File: src/rtl/bus_pkg.sv
`default_nettype none

package bus_pkg;

    localparam int DATA_WIDTH         = 16;
    localparam int MASTER_COUNT       = 2;
    localparam int SLAVE_COUNT        = 3;  // ids 1..3, id 0 means no slave
    localparam int SLAVE_DEPTHS [SLAVE_COUNT] = '{4096, 4096, 2048};
    localparam int BANK_DEPTH         = 16;
    localparam int CREDIT_MAX         = 4;
    localparam int COM_START_DELAY    = 5;  // timer needs at least 2
    localparam int FIRST_START_MASTER = 0;

    // deepest slave sets the master address width
    function automatic int max_depth();
        int m;
        m = 0;
        foreach (SLAVE_DEPTHS[i]) begin
            if (SLAVE_DEPTHS[i] > m) begin
                m = SLAVE_DEPTHS[i];
            end
        end
        return m;
    endfunction

    localparam int ADDR_WIDTH   = $clog2(max_depth());
    localparam int CREDIT_WIDTH = $clog2(CREDIT_MAX + 1);
    localparam int DELAY_WIDTH  = $clog2(COM_START_DELAY);

    typedef enum logic [3:0] {
        SEL_SLAVE, SEL_RDWR, SEL_EXT, WRITE_M0, WRITE_M1, FIRST_M0, FIRST_M1,
        LEN_M0, LEN_M1, CONFIG, READY, COMM, DONE
    } session_state_t;

    typedef enum logic [1:0] {CFG_START, CFG_MIDDLE, CFG_LAST} cfg_kind_t;

    // which operator entry addr_range captures from the switch word
    typedef enum logic [2:0] {
        RF_SLAVE, RF_RDWR, RF_EXT, RF_FIRST_M0, RF_FIRST_M1, RF_LEN_M0, RF_LEN_M1
    } range_field_t;

    typedef logic [$clog2(SLAVE_COUNT + 1)-1:0] slave_id_t;
    typedef logic [ADDR_WIDTH-1:0]              addr_t;
    typedef logic [DATA_WIDTH-1:0]              data_t;
    typedef logic [$clog2(MASTER_COUNT)-1:0]    master_idx_t;
    typedef logic [$clog2(BANK_DEPTH)-1:0]      bank_idx_t;
    typedef logic [$clog2(BANK_DEPTH):0]        bank_cnt_t;  // reaches BANK_DEPTH itself

endpackage

`default_nettype wire

File: src/rtl/bank_if.sv
`timescale 1ns/100ps
`default_nettype none

interface bank_if;
    import bus_pkg::*;

    logic        wr_en;      // store sw at the write master's count
    master_idx_t wr_master;
    master_idx_t rd_master;
    bank_idx_t   rd_idx;
    data_t       rd_data;
    bank_cnt_t   count;      // stored values of rd_master

    modport fsm (
        output wr_en,
        output wr_master,
        output rd_master,
        output rd_idx,
        input  rd_data,
        input  count
    );

    modport mem (
        input  wr_en,
        input  wr_master,
        input  rd_master,
        input  rd_idx,
        output rd_data,
        output count
    );

endinterface

`default_nettype wire

File: src/rtl/addr_range.sv
`timescale 1ns/100ps
`default_nettype none

module addr_range (
    input  logic                             clk,
    input  logic                             rstN,
    input  bus_pkg::data_t                   sw,
    input  logic                             range_load,
    input  bus_pkg::range_field_t            range_field,
    input  bus_pkg::master_idx_t             rd_master,
    output bus_pkg::slave_id_t               slave,
    output logic                             rdwr,
    output logic [bus_pkg::MASTER_COUNT-1:0] ext,
    output bus_pkg::addr_t                   first_addr,
    output bus_pkg::addr_t                   last_addr
);
    import bus_pkg::*;

    slave_id_t               slave_q [MASTER_COUNT];
    logic [MASTER_COUNT-1:0] rdwr_q;
    addr_t                   first_q [MASTER_COUNT];
    addr_t                   last_q  [MASTER_COUNT];
    master_idx_t             fld_m;  // master addressed by the entry
    logic [ADDR_WIDTH:0]     sum;    // carry kept for the clamp compare
    addr_t                   limit;

    function automatic addr_t depth_limit(slave_id_t id);
        if (id == '0) begin
            return '1;
        end
        return addr_t'(SLAVE_DEPTHS[id - 1'b1] - 1);
    endfunction

    assign fld_m = ((range_field == RF_FIRST_M1) || (range_field == RF_LEN_M1)) ?
                   master_idx_t'(1) : master_idx_t'(0);
    assign sum   = {1'b0, first_q[fld_m]} + {1'b0, sw[ADDR_WIDTH-1:0]};
    assign limit = depth_limit(slave_q[fld_m]);

    always_ff @(posedge clk or negedge rstN) begin
        if (!rstN) begin
            slave_q <= '{default: '0};
            rdwr_q  <= '0;
            ext     <= '0;
            first_q <= '{default: '0};
            last_q  <= '{default: '0};
        end else if (range_load) begin
            case (range_field)
                RF_SLAVE: begin
                    for (int m = 0; m < MASTER_COUNT; m++) begin
                        slave_q[m] <= sw[2*m +: 2];
                    end
                end
                RF_RDWR:                  rdwr_q <= sw[MASTER_COUNT-1:0];
                RF_EXT:                   ext <= sw[MASTER_COUNT-1:0];
                RF_FIRST_M0, RF_FIRST_M1: first_q[fld_m] <= sw[ADDR_WIDTH-1:0];
                default:                  last_q[fld_m] <= (sum > {1'b0, limit}) ?
                                                           limit : sum[ADDR_WIDTH-1:0];
            endcase
        end
    end

    assign slave      = slave_q[rd_master];
    assign rdwr       = rdwr_q[rd_master];
    assign first_addr = first_q[rd_master];
    assign last_addr  = last_q[rd_master];

endmodule

`default_nettype wire

File: src/rtl/bus_session_ctrl.sv
`timescale 1ns/100ps
`default_nettype none

module bus_session_ctrl (
    input  logic                             clk,
    input  logic                             rstN,
    input  logic                             step,
    input  logic                             next_addr,
    input  bus_pkg::data_t                   sw,
    input  logic [bus_pkg::MASTER_COUNT-1:0] done,
    input  logic                             cfg_credit,
    output logic                             cfg_valid,
    output bus_pkg::master_idx_t             cfg_master,
    output bus_pkg::cfg_kind_t               cfg_kind,
    output bus_pkg::slave_id_t               cfg_slave,
    output logic                             cfg_rdwr,
    output bus_pkg::addr_t                   cfg_addr,
    output bus_pkg::data_t                   cfg_data,
    output logic [bus_pkg::MASTER_COUNT-1:0] start,
    output logic                             idle_led,
    output logic                             ready_led,
    output logic                             busy_led,
    output logic                             done_led
);
    import bus_pkg::*;

    bank_if bank ();

    session_state_t          state;
    logic                    word_take;
    logic                    word_go;
    master_idx_t             word_master;
    cfg_kind_t               word_kind;
    data_t                   word_data;
    logic                    range_load;
    range_field_t            range_field;
    logic                    timer_fire;
    slave_id_t               slave;
    logic                    rdwr;
    logic [MASTER_COUNT-1:0] ext;
    addr_t                   first_addr;
    addr_t                   last_addr;

    session_fsm u_fsm (
        .clk, .rstN, .step, .next_addr, .sw, .done, .bank, .ext,
        .word_go, .word_take, .word_master, .word_kind, .word_data,
        .range_load, .range_field, .start_go(start), .timer_fire, .state
    );

    start_timer u_timer (.clk, .rstN, .arm(start[FIRST_START_MASTER]), .fire(timer_fire));

    data_bank u_bank (.clk, .rstN, .sw, .bank);

    addr_range u_range (
        .clk, .rstN, .sw, .range_load, .range_field, .rd_master(bank.rd_master),
        .slave, .rdwr, .ext, .first_addr, .last_addr
    );

    cfg_emitter u_emitter (
        .clk, .rstN, .word_take, .word_master, .word_kind, .word_slave(slave),
        .word_rdwr(rdwr), .word_first(first_addr), .word_last(last_addr), .word_data,
        .word_go, .cfg_credit, .cfg_valid, .cfg_master, .cfg_kind, .cfg_slave,
        .cfg_rdwr, .cfg_addr, .cfg_data
    );

    assign idle_led  = (state == SEL_SLAVE);
    assign ready_led = (state == READY);  // configuration finished, waiting for start
    assign busy_led  = (state == COMM);
    assign done_led  = (state == DONE);

endmodule

`default_nettype wire

File: src/rtl/cfg_emitter.sv
`timescale 1ns/100ps
`default_nettype none

module cfg_emitter (
    input  logic                 clk,
    input  logic                 rstN,
    input  logic                 word_take,
    input  bus_pkg::master_idx_t word_master,
    input  bus_pkg::cfg_kind_t   word_kind,
    input  bus_pkg::slave_id_t   word_slave,
    input  logic                 word_rdwr,
    input  bus_pkg::addr_t       word_first,
    input  bus_pkg::addr_t       word_last,
    input  bus_pkg::data_t       word_data,
    output logic                 word_go,
    input  logic                 cfg_credit,
    output logic                 cfg_valid,
    output bus_pkg::master_idx_t cfg_master,
    output bus_pkg::cfg_kind_t   cfg_kind,
    output bus_pkg::slave_id_t   cfg_slave,
    output logic                 cfg_rdwr,
    output bus_pkg::addr_t       cfg_addr,
    output bus_pkg::data_t       cfg_data
);
    import bus_pkg::*;

    logic [CREDIT_WIDTH-1:0] credit_cnt;

    // the word on the stream now still holds its credit,
    // so the next one needs a spare
    assign word_go = word_take && (credit_cnt > CREDIT_WIDTH'(cfg_valid));

    always_ff @(posedge clk or negedge rstN) begin
        if (!rstN) begin
            credit_cnt <= CREDIT_WIDTH'(CREDIT_MAX);
            cfg_valid  <= 1'b0;
        end else begin
            credit_cnt <= credit_cnt - CREDIT_WIDTH'(cfg_valid) + CREDIT_WIDTH'(cfg_credit);
            cfg_valid  <= word_go;  // one cycle per granted word
        end
    end

    always_ff @(posedge clk) begin
        if (word_go) begin
            cfg_master <= word_master;
            cfg_kind   <= word_kind;
            cfg_slave  <= word_slave;
            cfg_rdwr   <= word_rdwr;
            cfg_addr   <= (word_kind == CFG_LAST) ? word_last : word_first;
            cfg_data   <= word_data;
        end
    end

endmodule

`default_nettype wire

File: src/rtl/data_bank.sv
`timescale 1ns/100ps
`default_nettype none

module data_bank (
    input  logic           clk,
    input  logic           rstN,
    input  bus_pkg::data_t sw,
    bank_if.mem            bank
);
    import bus_pkg::*;

    data_t     mem [MASTER_COUNT][BANK_DEPTH];
    bank_cnt_t cnt [MASTER_COUNT];
    logic      wr_ok;

    // a full bank ignores further entries
    assign wr_ok = bank.wr_en && (cnt[bank.wr_master] < bank_cnt_t'(BANK_DEPTH));

    always_ff @(posedge clk) begin
        if (wr_ok) begin
            mem[bank.wr_master][bank_idx_t'(cnt[bank.wr_master])] <= sw;
        end
    end

    always_ff @(posedge clk or negedge rstN) begin
        if (!rstN) begin
            cnt <= '{default: '0};
        end else if (wr_ok) begin
            cnt[bank.wr_master] <= cnt[bank.wr_master] + 1'b1;
        end
    end

    assign bank.rd_data = mem[bank.rd_master][bank.rd_idx];  // async read
    assign bank.count   = cnt[bank.rd_master];

endmodule

`default_nettype wire

File: src/rtl/session_fsm.sv
`timescale 1ns/100ps
`default_nettype none

module session_fsm (
    input  logic                               clk,
    input  logic                               rstN,
    input  logic                               step,
    input  logic                               next_addr,
    input  bus_pkg::data_t                     sw,
    input  logic [bus_pkg::MASTER_COUNT-1:0]   done,
    bank_if.fsm                                bank,
    input  logic [bus_pkg::MASTER_COUNT-1:0]   ext,
    input  logic                               word_go,
    output logic                               word_take,
    output bus_pkg::master_idx_t               word_master,
    output bus_pkg::cfg_kind_t                 word_kind,
    output bus_pkg::data_t                     word_data,
    output logic                               range_load,
    output bus_pkg::range_field_t              range_field,
    output logic [bus_pkg::MASTER_COUNT-1:0]   start_go,
    input  logic                               timer_fire,
    output bus_pkg::session_state_t            state
);
    import bus_pkg::*;

    session_state_t          state_next;
    master_idx_t             cur_master;  // master being configured
    cfg_kind_t               cur_kind;
    bank_idx_t               mid_idx;     // list element of the next middle word
    logic                    drain;       // final word is on the stream
    logic [MASTER_COUNT-1:0] active;      // masters with a slave selected
    logic                    use_list;

    assign use_list    = ext[cur_master] && (bank.count != '0);
    assign word_take   = (state == CONFIG) && !drain;
    assign word_master = cur_master;
    assign word_kind   = cur_kind;
    assign word_data   = use_list ? bank.rd_data : '0;  // no list sends a single zero

    assign bank.wr_en     = next_addr && ((state == WRITE_M0) || (state == WRITE_M1));
    assign bank.wr_master = (state == WRITE_M1) ? master_idx_t'(1) : master_idx_t'(0);
    assign bank.rd_master = cur_master;

    always_comb begin
        case (cur_kind)
            CFG_START:  bank.rd_idx = '0;
            CFG_MIDDLE: bank.rd_idx = mid_idx;
            default:    bank.rd_idx = bank_idx_t'(bank.count - 1'b1);
        endcase
    end

    // each menu state hands its switch entry to addr_range on the step
    always_comb begin
        range_load = step;
        case (state)
            SEL_SLAVE: range_field = RF_SLAVE;
            SEL_RDWR:  range_field = RF_RDWR;
            SEL_EXT:   range_field = RF_EXT;
            FIRST_M0:  range_field = RF_FIRST_M0;
            FIRST_M1:  range_field = RF_FIRST_M1;
            LEN_M0:    range_field = RF_LEN_M0;
            LEN_M1:    range_field = RF_LEN_M1;
            default: begin
                range_field = RF_SLAVE;
                range_load  = 1'b0;
            end
        endcase
    end

    always_comb begin
        state_next = state;
        case (state)
            SEL_SLAVE: if (step) state_next = (sw[3:0] == '0) ? DONE : SEL_RDWR;
            SEL_RDWR:  if (step) state_next = SEL_EXT;
            SEL_EXT: begin
                if (step) begin
                    if (sw[0]) state_next = WRITE_M0;
                    else if (sw[1]) state_next = WRITE_M1;
                    else state_next = FIRST_M0;
                end
            end
            WRITE_M0:  if (step) state_next = ext[1] ? WRITE_M1 : FIRST_M0;
            WRITE_M1:  if (step) state_next = FIRST_M0;
            FIRST_M0:  if (step) state_next = FIRST_M1;
            FIRST_M1:  if (step) state_next = LEN_M0;
            LEN_M0:    if (step) state_next = LEN_M1;
            LEN_M1:    if (step) state_next = CONFIG;
            CONFIG:    if (drain) state_next = READY;
            READY:     if (step) state_next = COMM;
            COMM:      if (&(done | ~active)) state_next = DONE;  // idle masters never finish
            default:   state_next = state;  // DONE waits for reset
        endcase
    end

    always_ff @(posedge clk or negedge rstN) begin
        if (!rstN) begin
            state      <= SEL_SLAVE;
            cur_master <= '0;
            cur_kind   <= CFG_START;
            mid_idx    <= '0;
            drain      <= 1'b0;
            active     <= '0;
            start_go   <= '0;
        end else begin
            state    <= state_next;
            start_go <= '0;
            if ((state == SEL_SLAVE) && step) begin
                for (int m = 0; m < MASTER_COUNT; m++) begin
                    active[m] <= |sw[2*m +: 2];
                end
            end
            if ((state == READY) && step) begin
                start_go[FIRST_START_MASTER] <= 1'b1;  // also arms the timer
            end
            if (timer_fire) begin
                start_go[MASTER_COUNT-1-FIRST_START_MASTER] <= 1'b1;
            end
            if (word_go) begin
                case (cur_kind)
                    CFG_START: begin
                        if (use_list && (bank.count > bank_cnt_t'(2))) begin
                            cur_kind <= CFG_MIDDLE;
                            mid_idx  <= bank_idx_t'(1);
                        end else begin
                            cur_kind <= CFG_LAST;
                        end
                    end
                    CFG_MIDDLE: begin
                        if (bank_cnt_t'(mid_idx) + bank_cnt_t'(2) == bank.count) begin
                            cur_kind <= CFG_LAST;
                        end
                        mid_idx <= mid_idx + 1'b1;
                    end
                    default: begin
                        cur_kind <= CFG_START;
                        if (cur_master == master_idx_t'(MASTER_COUNT - 1)) begin
                            drain <= 1'b1;
                        end else begin
                            cur_master <= cur_master + 1'b1;
                        end
                    end
                endcase
            end
        end
    end

endmodule

`default_nettype wire

File: src/rtl/start_timer.sv
`timescale 1ns/100ps
`default_nettype none

module start_timer (
    input  logic clk,
    input  logic rstN,
    input  logic arm,
    output logic fire
);
    import bus_pkg::*;

    logic                   busy;
    logic [DELAY_WIDTH-1:0] cnt;

    // arm comes one cycle after the step and the start pulse is registered
    // behind fire, so fire lands two cycles short of the full gap
    assign fire = busy && (cnt == DELAY_WIDTH'(COM_START_DELAY - 2));

    always_ff @(posedge clk or negedge rstN) begin
        if (!rstN) begin
            busy <= 1'b0;
            cnt  <= '0;
        end else if (arm) begin
            busy <= 1'b1;
            cnt  <= '0;
        end else if (fire) begin
            busy <= 1'b0;  // single pulse per arm
        end else if (busy) begin
            cnt <= cnt + 1'b1;
        end
    end

endmodule

`default_nettype wire

File: config.mk
export PLATFORM = sky130hd
export DESIGN_NAME = bus_session_ctrl
export DESIGN_NICKNAME = d
export VERILOG_FILES = /design/src/rtl/bus_pkg.sv /design/src/rtl/bank_if.sv /design/src/rtl/addr_range.sv /design/src/rtl/bus_session_ctrl.sv /design/src/rtl/cfg_emitter.sv /design/src/rtl/data_bank.sv /design/src/rtl/session_fsm.sv /design/src/rtl/start_timer.sv
export SDC_FILE = /design/constraint.sdc
export NUM_CORES = 1
export LEC_CHECK = 0
export ABC_AREA = 1
export BUFFER_PORTS_ARGS = -buffer_cell sky130_fd_sc_hd__buf_2
export CAP_MARGIN = 20
export CELL_PAD_IN_SITES_DETAIL_PLACEMENT = 0
export CELL_PAD_IN_SITES_GLOBAL_PLACEMENT = 1
export CORE_UTILIZATION = 40
export CTS_BUF_LIST = sky130_fd_sc_hd__clkbuf_16
export DETAILED_ROUTE_END_ITERATION = 12
export GPL_ROUTABILITY_DRIVEN = 0
export PLACE_DENSITY = 0.71
export SYNTH_ARGS = -nofsm -noshare
export SYNTH_HDL_FRONTEND = slang
export SYNTH_SLANG_ARGS = --single-unit
File: constraint.sdc
create_clock -name clk -period 5.25 [get_ports clk]
set_input_delay 1.05 -clock clk [delete_from_list [all_inputs] [get_ports clk]]
set_output_delay 1.05 -clock clk [all_outputs]
set_load 0.01 [all_outputs]
==> qor.csv, run 1 <==
metric,value,unit
status,"finished, final reports clean",
layout_setup_ws,918,ps
cts_setup_buffers,0,
endpoint_kind,flop,
synthArstFlopShare,0.142,
critPathLaunchType,flop,
synth_area,0.0275,sq mm
ys_seq_area_frac,0.678,
syn_nets,2536,
final_nets,2595,
criticalPathCategory,reg2reg,
routed_wl,77300,microns
hp-class,reg2reg,
ant_nets,0,
fp.dieH,264,microns
synthCells,2485,
synth_edf_count,546,
drtIter0Drc,1798,
vias,19121,
wl_per_cell,22.3,microns
dpl.hpwl,45000,microns
yosysWarningCount,0,
hold_viol_final,0,
worstHoldStart,u_fsm.drain,
insertion_delay,630,ps
cts_resized,0,
r2r-end,u_range.last_q[2],
coreArea,0.0676,sq mm
arrival,4830,ps
antenna_found_initial,4,
fmax,231,MHz
grt.total_usage,0.223,
initial_core_util,0.407,
cts_buffer_depth,3,
num_io_pins,64,
grt_pass1_wl,117000,microns
grt.overflow.total,0,
finClkSkew,34.6,ps
ys_types,53,
first_pass_iters,5,
worst_pin_slew,988,ps
hold_depth,2,
slew_violations,0,
portBuffers,63,
grt_max_degree,168,
cts_root_buf,clkbuf_16,
cts_tree,yes,
yosys_register_bits,636,
h-tree-depth,3,
viasPerCell,5.51,
core.rowCount,95,
cts_made_buffers,70,
powerDensity,336,mW/mm^2
post-place-ws,951,ps
cp_max_fo,18,
min_to,u_fsm.drain,
cts_hold_buf,0,
synth-main-ff-cell,edfxtp_1,
worst_ep_required_time,5750,ps
leakagePower,11.8,nW
layout-drive-gt1-share,0.123,
rsz0062_at_grt,false,
ir_drop,0.000202,V
final.setup.tns,0,ps
drc,0,
reg2reg_slack,920,ps
die_area,0.0698,sq mm
maxSlewHeadroom,0.341,
totalPowerFinal,10.5,mW
period_needed,4330,ps
worstRegToRegCells,26,
period_share,0.825,
timing.rr.start,u_fsm.state[2],
die_w,264,microns
maxCapViolations,0,
syn_avg_cell_area,11.1,sq um
first_global_vias,18706,
clock_sinks,636,
clk_pin_slew,60,ps
setup_violations,0,
synthToLayoutAreaGrowth,13.5,%
-- routing by layer --
layer | share of wire | routed length, microns | up-vias | GRT usage
li1 | - | - | 8895 | -
met1 | 0.43 | 33100 | 9425 | 0.304
met2 | 0.48 | 37000 | 652 | 0.361
met3 | 0.061 | 4730 | 147 | 0.0359
met4 | 0.032 | 2500 | 2 | 0.0816
met5 | 0.00018 | 14 | - | 0
-- sequential cells by signal, summed over array words and instances (netlist names), 2 cells and up --
signal / flops
u_range.rdwr_q: 2
u_emitter.cfg_addr: 12
u_fsm.mid_idx: 4
u_emitter.cfg_slave: 2
u_range.last_q: 24
u_timer.cnt: 3
u_fsm.word_kind: 2
u_bank.cnt: 10
u_fsm.start_go: 2
u_range.ext: 2
u_range.first_q: 24
u_bank.mem: 512
u_emitter.credit_cnt: 3
u_range.slave_q: 4
u_fsm.state: 4
u_emitter.cfg_kind: 2
u_emitter.cfg_data: 16
u_fsm.active: 2
-- cell type report --
class                           instances  area, sq um
Sequential cell                       636        18700
Fill cell                            6116        36400
Antenna cell                            1         2.50
Clock inverter                         54          408
Timing Repair Buffer                  132          918
Tap cell                              873         1090
Inverter                              110          423
Clock buffer                           72         1800
Multi-Input combinational cell       1594         7900
-- cell usage after synthesis (26+ instances only) --
cell type | count | share of area
nand2_1 | 802 | 0.11
edfxtp_1 | 546 | 0.60
nand3_1 | 310 | 0.056
nand4_1 | 128 | 0.029
inv_1 | 93 | 0.013
dfrtp_1 | 89 | 0.081
clkbuf_1 | 68 | 0.0093
buf_2 | 53 | 0.0096
o21ai_0 | 52 | 0.0095
nor2_1 | 47 | 0.0064
a21oi_1 | 39 | 0.0071
o21ai_1 | 37 | 0.0067
nor3_1 | 34 | 0.0062
o211ai_1 | 33 | 0.0090
ha_1 | 26 | 0.012
-- cells in the final DEF, fill, tap and decap left out, types with 39 or more instances in the layout --
master / instances
nand2_1: 802
edfxtp_1: 546
nand3_1: 310
nand4_1: 128
inv_1: 104
dfrtp_1: 88
clkbuf_16: 72
buf_4: 64
buf_2: 62
o21ai_0: 52
nor2_1: 47
a21oi_1: 39
-- worst max path at each step --
stage,start,end,slack [ps],cells past startpoint
after floorplan,u_fsm.state[2],u_range.last_q[12],1430,31
after global placement,u_fsm.state[2],u_range.last_q[4],1010,29
after detailed placement,u_fsm.state[2],u_range.last_q[2],950,26
after CTS,u_fsm.state[2],u_range.last_q[2],930,26
after global routing,u_fsm.state[2],u_range.last_q[0],310,26
final,u_fsm.state[2],u_range.last_q[2],920,26
-- metrics by stage --
step / cells / utilization / hold WS [ps] / instance area (sq um)
6_report: 3472 / 0.461 / 463 / 31200
5_1_grt: 3472 / 0.461 / 489 / 31200
4_1_cts: 3470 / 0.461 / 463 / 31200
3_5_place_dp: 3344 / 0.428 / 450 / 29000
3_3_place_gp: 3344 / 0.428 / 458 / 29000
2_1_floorplan: 2485 / - / 428 / 27500
-- power breakdown --
| group | switching, mW | internal (mW) | leakage [nW] |
|---|---|---|---|
| combinational | 0.175 | 0.0579 | 4.65 |
| clock | 2.03 | 2.70 | 1.13 |
| sequential | 0.0151 | 5.51 | 6.02 |
-- critical path, cell delays in order, from the launching register on --
cell     delay, ps
dfrtp_1        450
inv_2           80
nor2_4         140
inv_2          100
nor2_1         180
nor2_2          70
inv_2          260
o21ai_0        130
ha_1           350
inv_1           80
nor3_1         260
nand4_1        130
nand3_1        120
xor2_1         260
inv_1           80
ha_1           290
nand3_1         70
nor2_1         110
nand3_1         90
nor2_1         100
nand3_1         70
nor2_1         100
nand2_1         70
nand2_2        100
nand2_2        210
o21ai_0        250
nand2_1         80
-- cells by family after synthesis --
| kind of cell | count (synthesis) | synth area share |
|---|---|---|
| and+or+nand+nor | 1349 | 0.216 |
| xor gates and xnor gates | 12 | 0.00382 |
| AOI/OAI and AO/OA | 202 | 0.0467 |
| muxes | 3 | 0.00114 |
| DFF | 636 | 0.678 |
| adders and majority gates | 28 | 0.0133 |
| buffers and inverters | 255 | 0.0409 |
No activity file was read; power rests on OpenSTA's default activity.
==> run 2: changes to the inputs <==
--- a/config.mk
+++ b/config.mk
@@ -5,7 +5,7 @@
 export SDC_FILE = /design/constraint.sdc
 export NUM_CORES = 1
 export LEC_CHECK = 0
-export ABC_AREA = 1
+export ABC_AREA = 0
 export BUFFER_PORTS_ARGS = -buffer_cell sky130_fd_sc_hd__buf_2
 export CAP_MARGIN = 20
 export CELL_PAD_IN_SITES_DETAIL_PLACEMENT = 0
@@ -14,7 +14,7 @@
 export CTS_BUF_LIST = sky130_fd_sc_hd__clkbuf_16
 export DETAILED_ROUTE_END_ITERATION = 12
 export GPL_ROUTABILITY_DRIVEN = 0
-export PLACE_DENSITY = 0.71
+export PLACE_DENSITY = 0.67
 export SYNTH_ARGS = -nofsm -noshare
 export SYNTH_HDL_FRONTEND = slang
 export SYNTH_SLANG_ARGS = --single-unit
==> constraint.sdc (replaced) <==
create_clock -name clk -period 4.4 [get_ports clk]
set_input_delay 0.88 -clock clk [delete_from_list [all_inputs] [get_ports clk]]
set_output_delay 0.88 -clock clk [all_outputs]
set_load 0.01 [all_outputs]
==> qor.csv, run 2 <==
metric,value,unit
synth_area,0.0261,sq mm
hold_viol_final,0,
final.setup.tns,-2520,ps
antenna_found_initial,0,
layout_common_cells,"edfxtp_1 (546), mux4_2 (140), buf_4 (110)",
period_needed,4750,ps
synthToLayoutAreaGrowth,17.3,%
core.rowCount,93,
ir_drop,0.000336,V
synth-main-ff-cell,edfxtp_1,
fp.dieH,257,microns
synthCells,1418,
setup_violations,10,
dpl.hpwl,37400,microns
arrival,5220,ps
clock_sinks,636,
status,"finished, violations left",
die_w,257,microns
ant_nets,0,
cts_buffer_depth,3,
synth_most_common_cell,edfxtp_1,
routed_wl,62100,microns
cts_hold_buf,0,
first_global_vias,14183,
cp_max_fo,8,
post-place-ws,-428,ps
wl_per_cell,24.8,microns
final_nets,1647,
vias,13711,
hp-class,in2async,
endpoint_kind,flop,
synth_edf_count,546,
powerDensity,593,mW/mm^2
portBuffers,63,
slew_violations,0,
synthArstFlopShare,0.142,
crit_top_cell,a21oi_2,
period_share,1.08,
maxCapViolations,0,
cts_root_buf,clkbuf_16,
ys_seq_area_frac,0.715,
leakagePower,10.7,nW
grt.total_usage,0.192,
clk_pin_slew,60,ps
viasPerCell,5.47,
worst_pin_slew,880,ps
crit_chain,"nand2b_4, nor2_4, a21oi_2, nor2_2, buf_12, mux2_4, ha_4, a2111oi_4, o21ai_1, nand2_1, o2111ai_2, a21oi_2, xor2_1, inv_1, ha_1, nand2_1, or4_4, a21oi_2, and3_1, nand4_1, o31ai_4, buf_4, mux2i_2, mux2_4",
cpPeakStageDelay,410,ps
synth_top_cell_by_area,edfxtp_1,
coreArea,0.0645,sq mm
slowest_stage,or4_4,
drtIter0Drc,938,
num_antenna_cells,0,
layout_setup_ws,-349,ps
initial_core_util,0.404,
finClkSkew,25.6,ps
grt.overflow.total,0,
ys_types,58,
totalPowerFinal,18.1,mW
insertion_delay,600,ps
largest_register_ffs,512,
maxSlewHeadroom,0.414,
synthTopCellsByArea,"edfxtp_1 (63%), mux4_2 (12%), dfrtp_1 (8.5%), mux2_2 (2.3%), mux2i_1 (1.7%)",
final_common_cell,edfxtp_1,
drc,0,
violations,setup timing,
synth_common_cells,"edfxtp_1 (546), mux4_2 (140), dfrtp_1 (89), nor2_1 (77), a21oi_1 (56)",
yosysTopAreaCellShare,0.629,
die_area,0.0662,sq mm
yosys_register_bits,636,
grt_pass1_wl,93100,microns
first_pass_iters,5,
fmax,211,MHz
h-tree-depth,3,
post-route-util,0.474,
num_io_pins,64,
grt_max_degree,83,
path_delay_family,simple AND/OR/NAND/NOR gates,
yosysWarningCount,0,
rsz0062_at_grt,true,
worst_ep_required_time,4870,ps
syn_nets,1469,
layout-drive-gt1-share,0.316,
critPathLaunchType,flop,
cp.buffers_inverters,3,
syn_avg_cell_area,18.4,sq um
cts_made_buffers,68,
criticalPathCategory,reg2reg,
cts_tree,yes,
[run 2: cell types whose count changed after synthesis, moves of 32 or more]
| cell | change |
|---|---|
| mux4_2 | +140 |
| nand2_1 | -754 |
| nand3_1 | -291 |
| o21ai_1 | -32 |
| nor2b_1 | +43 |
| nand4_1 | -126 |
| clkbuf_1 | -36 |
| a211oi_1 | +33 |
| mux2i_1 | +43 |
| inv_1 | -65 |
| mux2_2 | +53 |
[run 2: logic make-up (layout without fill, tap and decap cells)]
group,Yosys count,in the layout,share of synthesized area
DFF,636,636,0.715
muxes,238,238,0.161
and+or+nand+nor,225,225,0.0415
AOI/OAI and AO/OA,169,169,0.0433
buffers and inverters,99,333,0.0171
adders and majority gates,28,28,0.0140
xor gates and xnor gates,23,23,0.00773
[run 2: per-stage QoR]
stage          hold WS [ps]  cell area, sq um  cells
2_1_floorplan           420             26100   1418
3_3_place_gp            460             28000   2363
3_5_place_dp            470             28000   2363
4_1_cts                 414             30500   2503
5_1_grt                 462             30600   2507
6_report                408             30600   2507
[run 2: final timing paths]
kind	from	end	slack, ps	depth (start not counted)
max in group asynchronous	rstN	u_bank.cnt[6]	3070	2
worst min-delay path	rstN	u_range.last_q[19]	410	1
worst max register to register	u_fsm.state[2]	u_range.last_q[11]	-350	24
worst max-delay path	u_fsm.state[2]	u_range.last_q[11]	-350	24
min in group clk	u_range.last_q[7]	u_range.last_q[7]	480	2
worst min register to register	u_range.last_q[7]	u_range.last_q[7]	480	2
[run 2: worst register-to-register path, stage by stage, from the launching register on]
cell	delay, ps
dfrtp_1	400
nand2b_4	160
nor2_4	80
a21oi_2	40
nor2_2	150
buf_12	150
mux2_4	320
ha_4	270
a2111oi_4	280
o21ai_1	140
nand2_1	140
o2111ai_2	140
a21oi_2	170
xor2_1	190
inv_1	60
ha_1	270
nand2_1	40
or4_4	410
a21oi_2	100
and3_1	150
nand4_1	160
o31ai_4	300
buf_4	160
mux2i_2	70
mux2_4	280
[run 2: power breakdown]
group | switching [mW] | internal [mW]
Clock | 2.37 | 3.41
Combinational | 2.86 | 2.40
Sequential | 0.219 | 6.87
Total | 5.44 | 12.7
[run 2: per-layer routing]
| layer | track usage | share of wire | up-vias | routed length [microns] |
|---|---|---|---|---|
| met4 | 0.0644 | 0.025 | 0 | 1560 |
| met5 | 0 | 0 | - | 0 |
| met1 | 0.271 | 0.45 | 7260 | 27900 |
| li1 | - | - | 6031 | - |
| met2 | 0.302 | 0.47 | 335 | 29500 |
| met3 | 0.0331 | 0.051 | 85 | 3150 |
[run 2: what timing repair did]
action,4_1_cts,5_1_grt
buffers inserted,14,3
hold endpoints to repair,0,0
pin swaps,12,9
setup endpoints to repair,10,12
gates resized for setup,19,9
[run 2: layout make-up]
type / count / area (sq um)
Tap cell: 855 / 1070
Timing Repair Buffer: 179 / 1270
Clock inverter: 57 / 529
Clock buffer: 69 / 1730
Multi-Input combinational cell: 683 / 7210
Sequential cell: 636 / 18700
Inverter: 28 / 105
Fill cell: 5491 / 33900
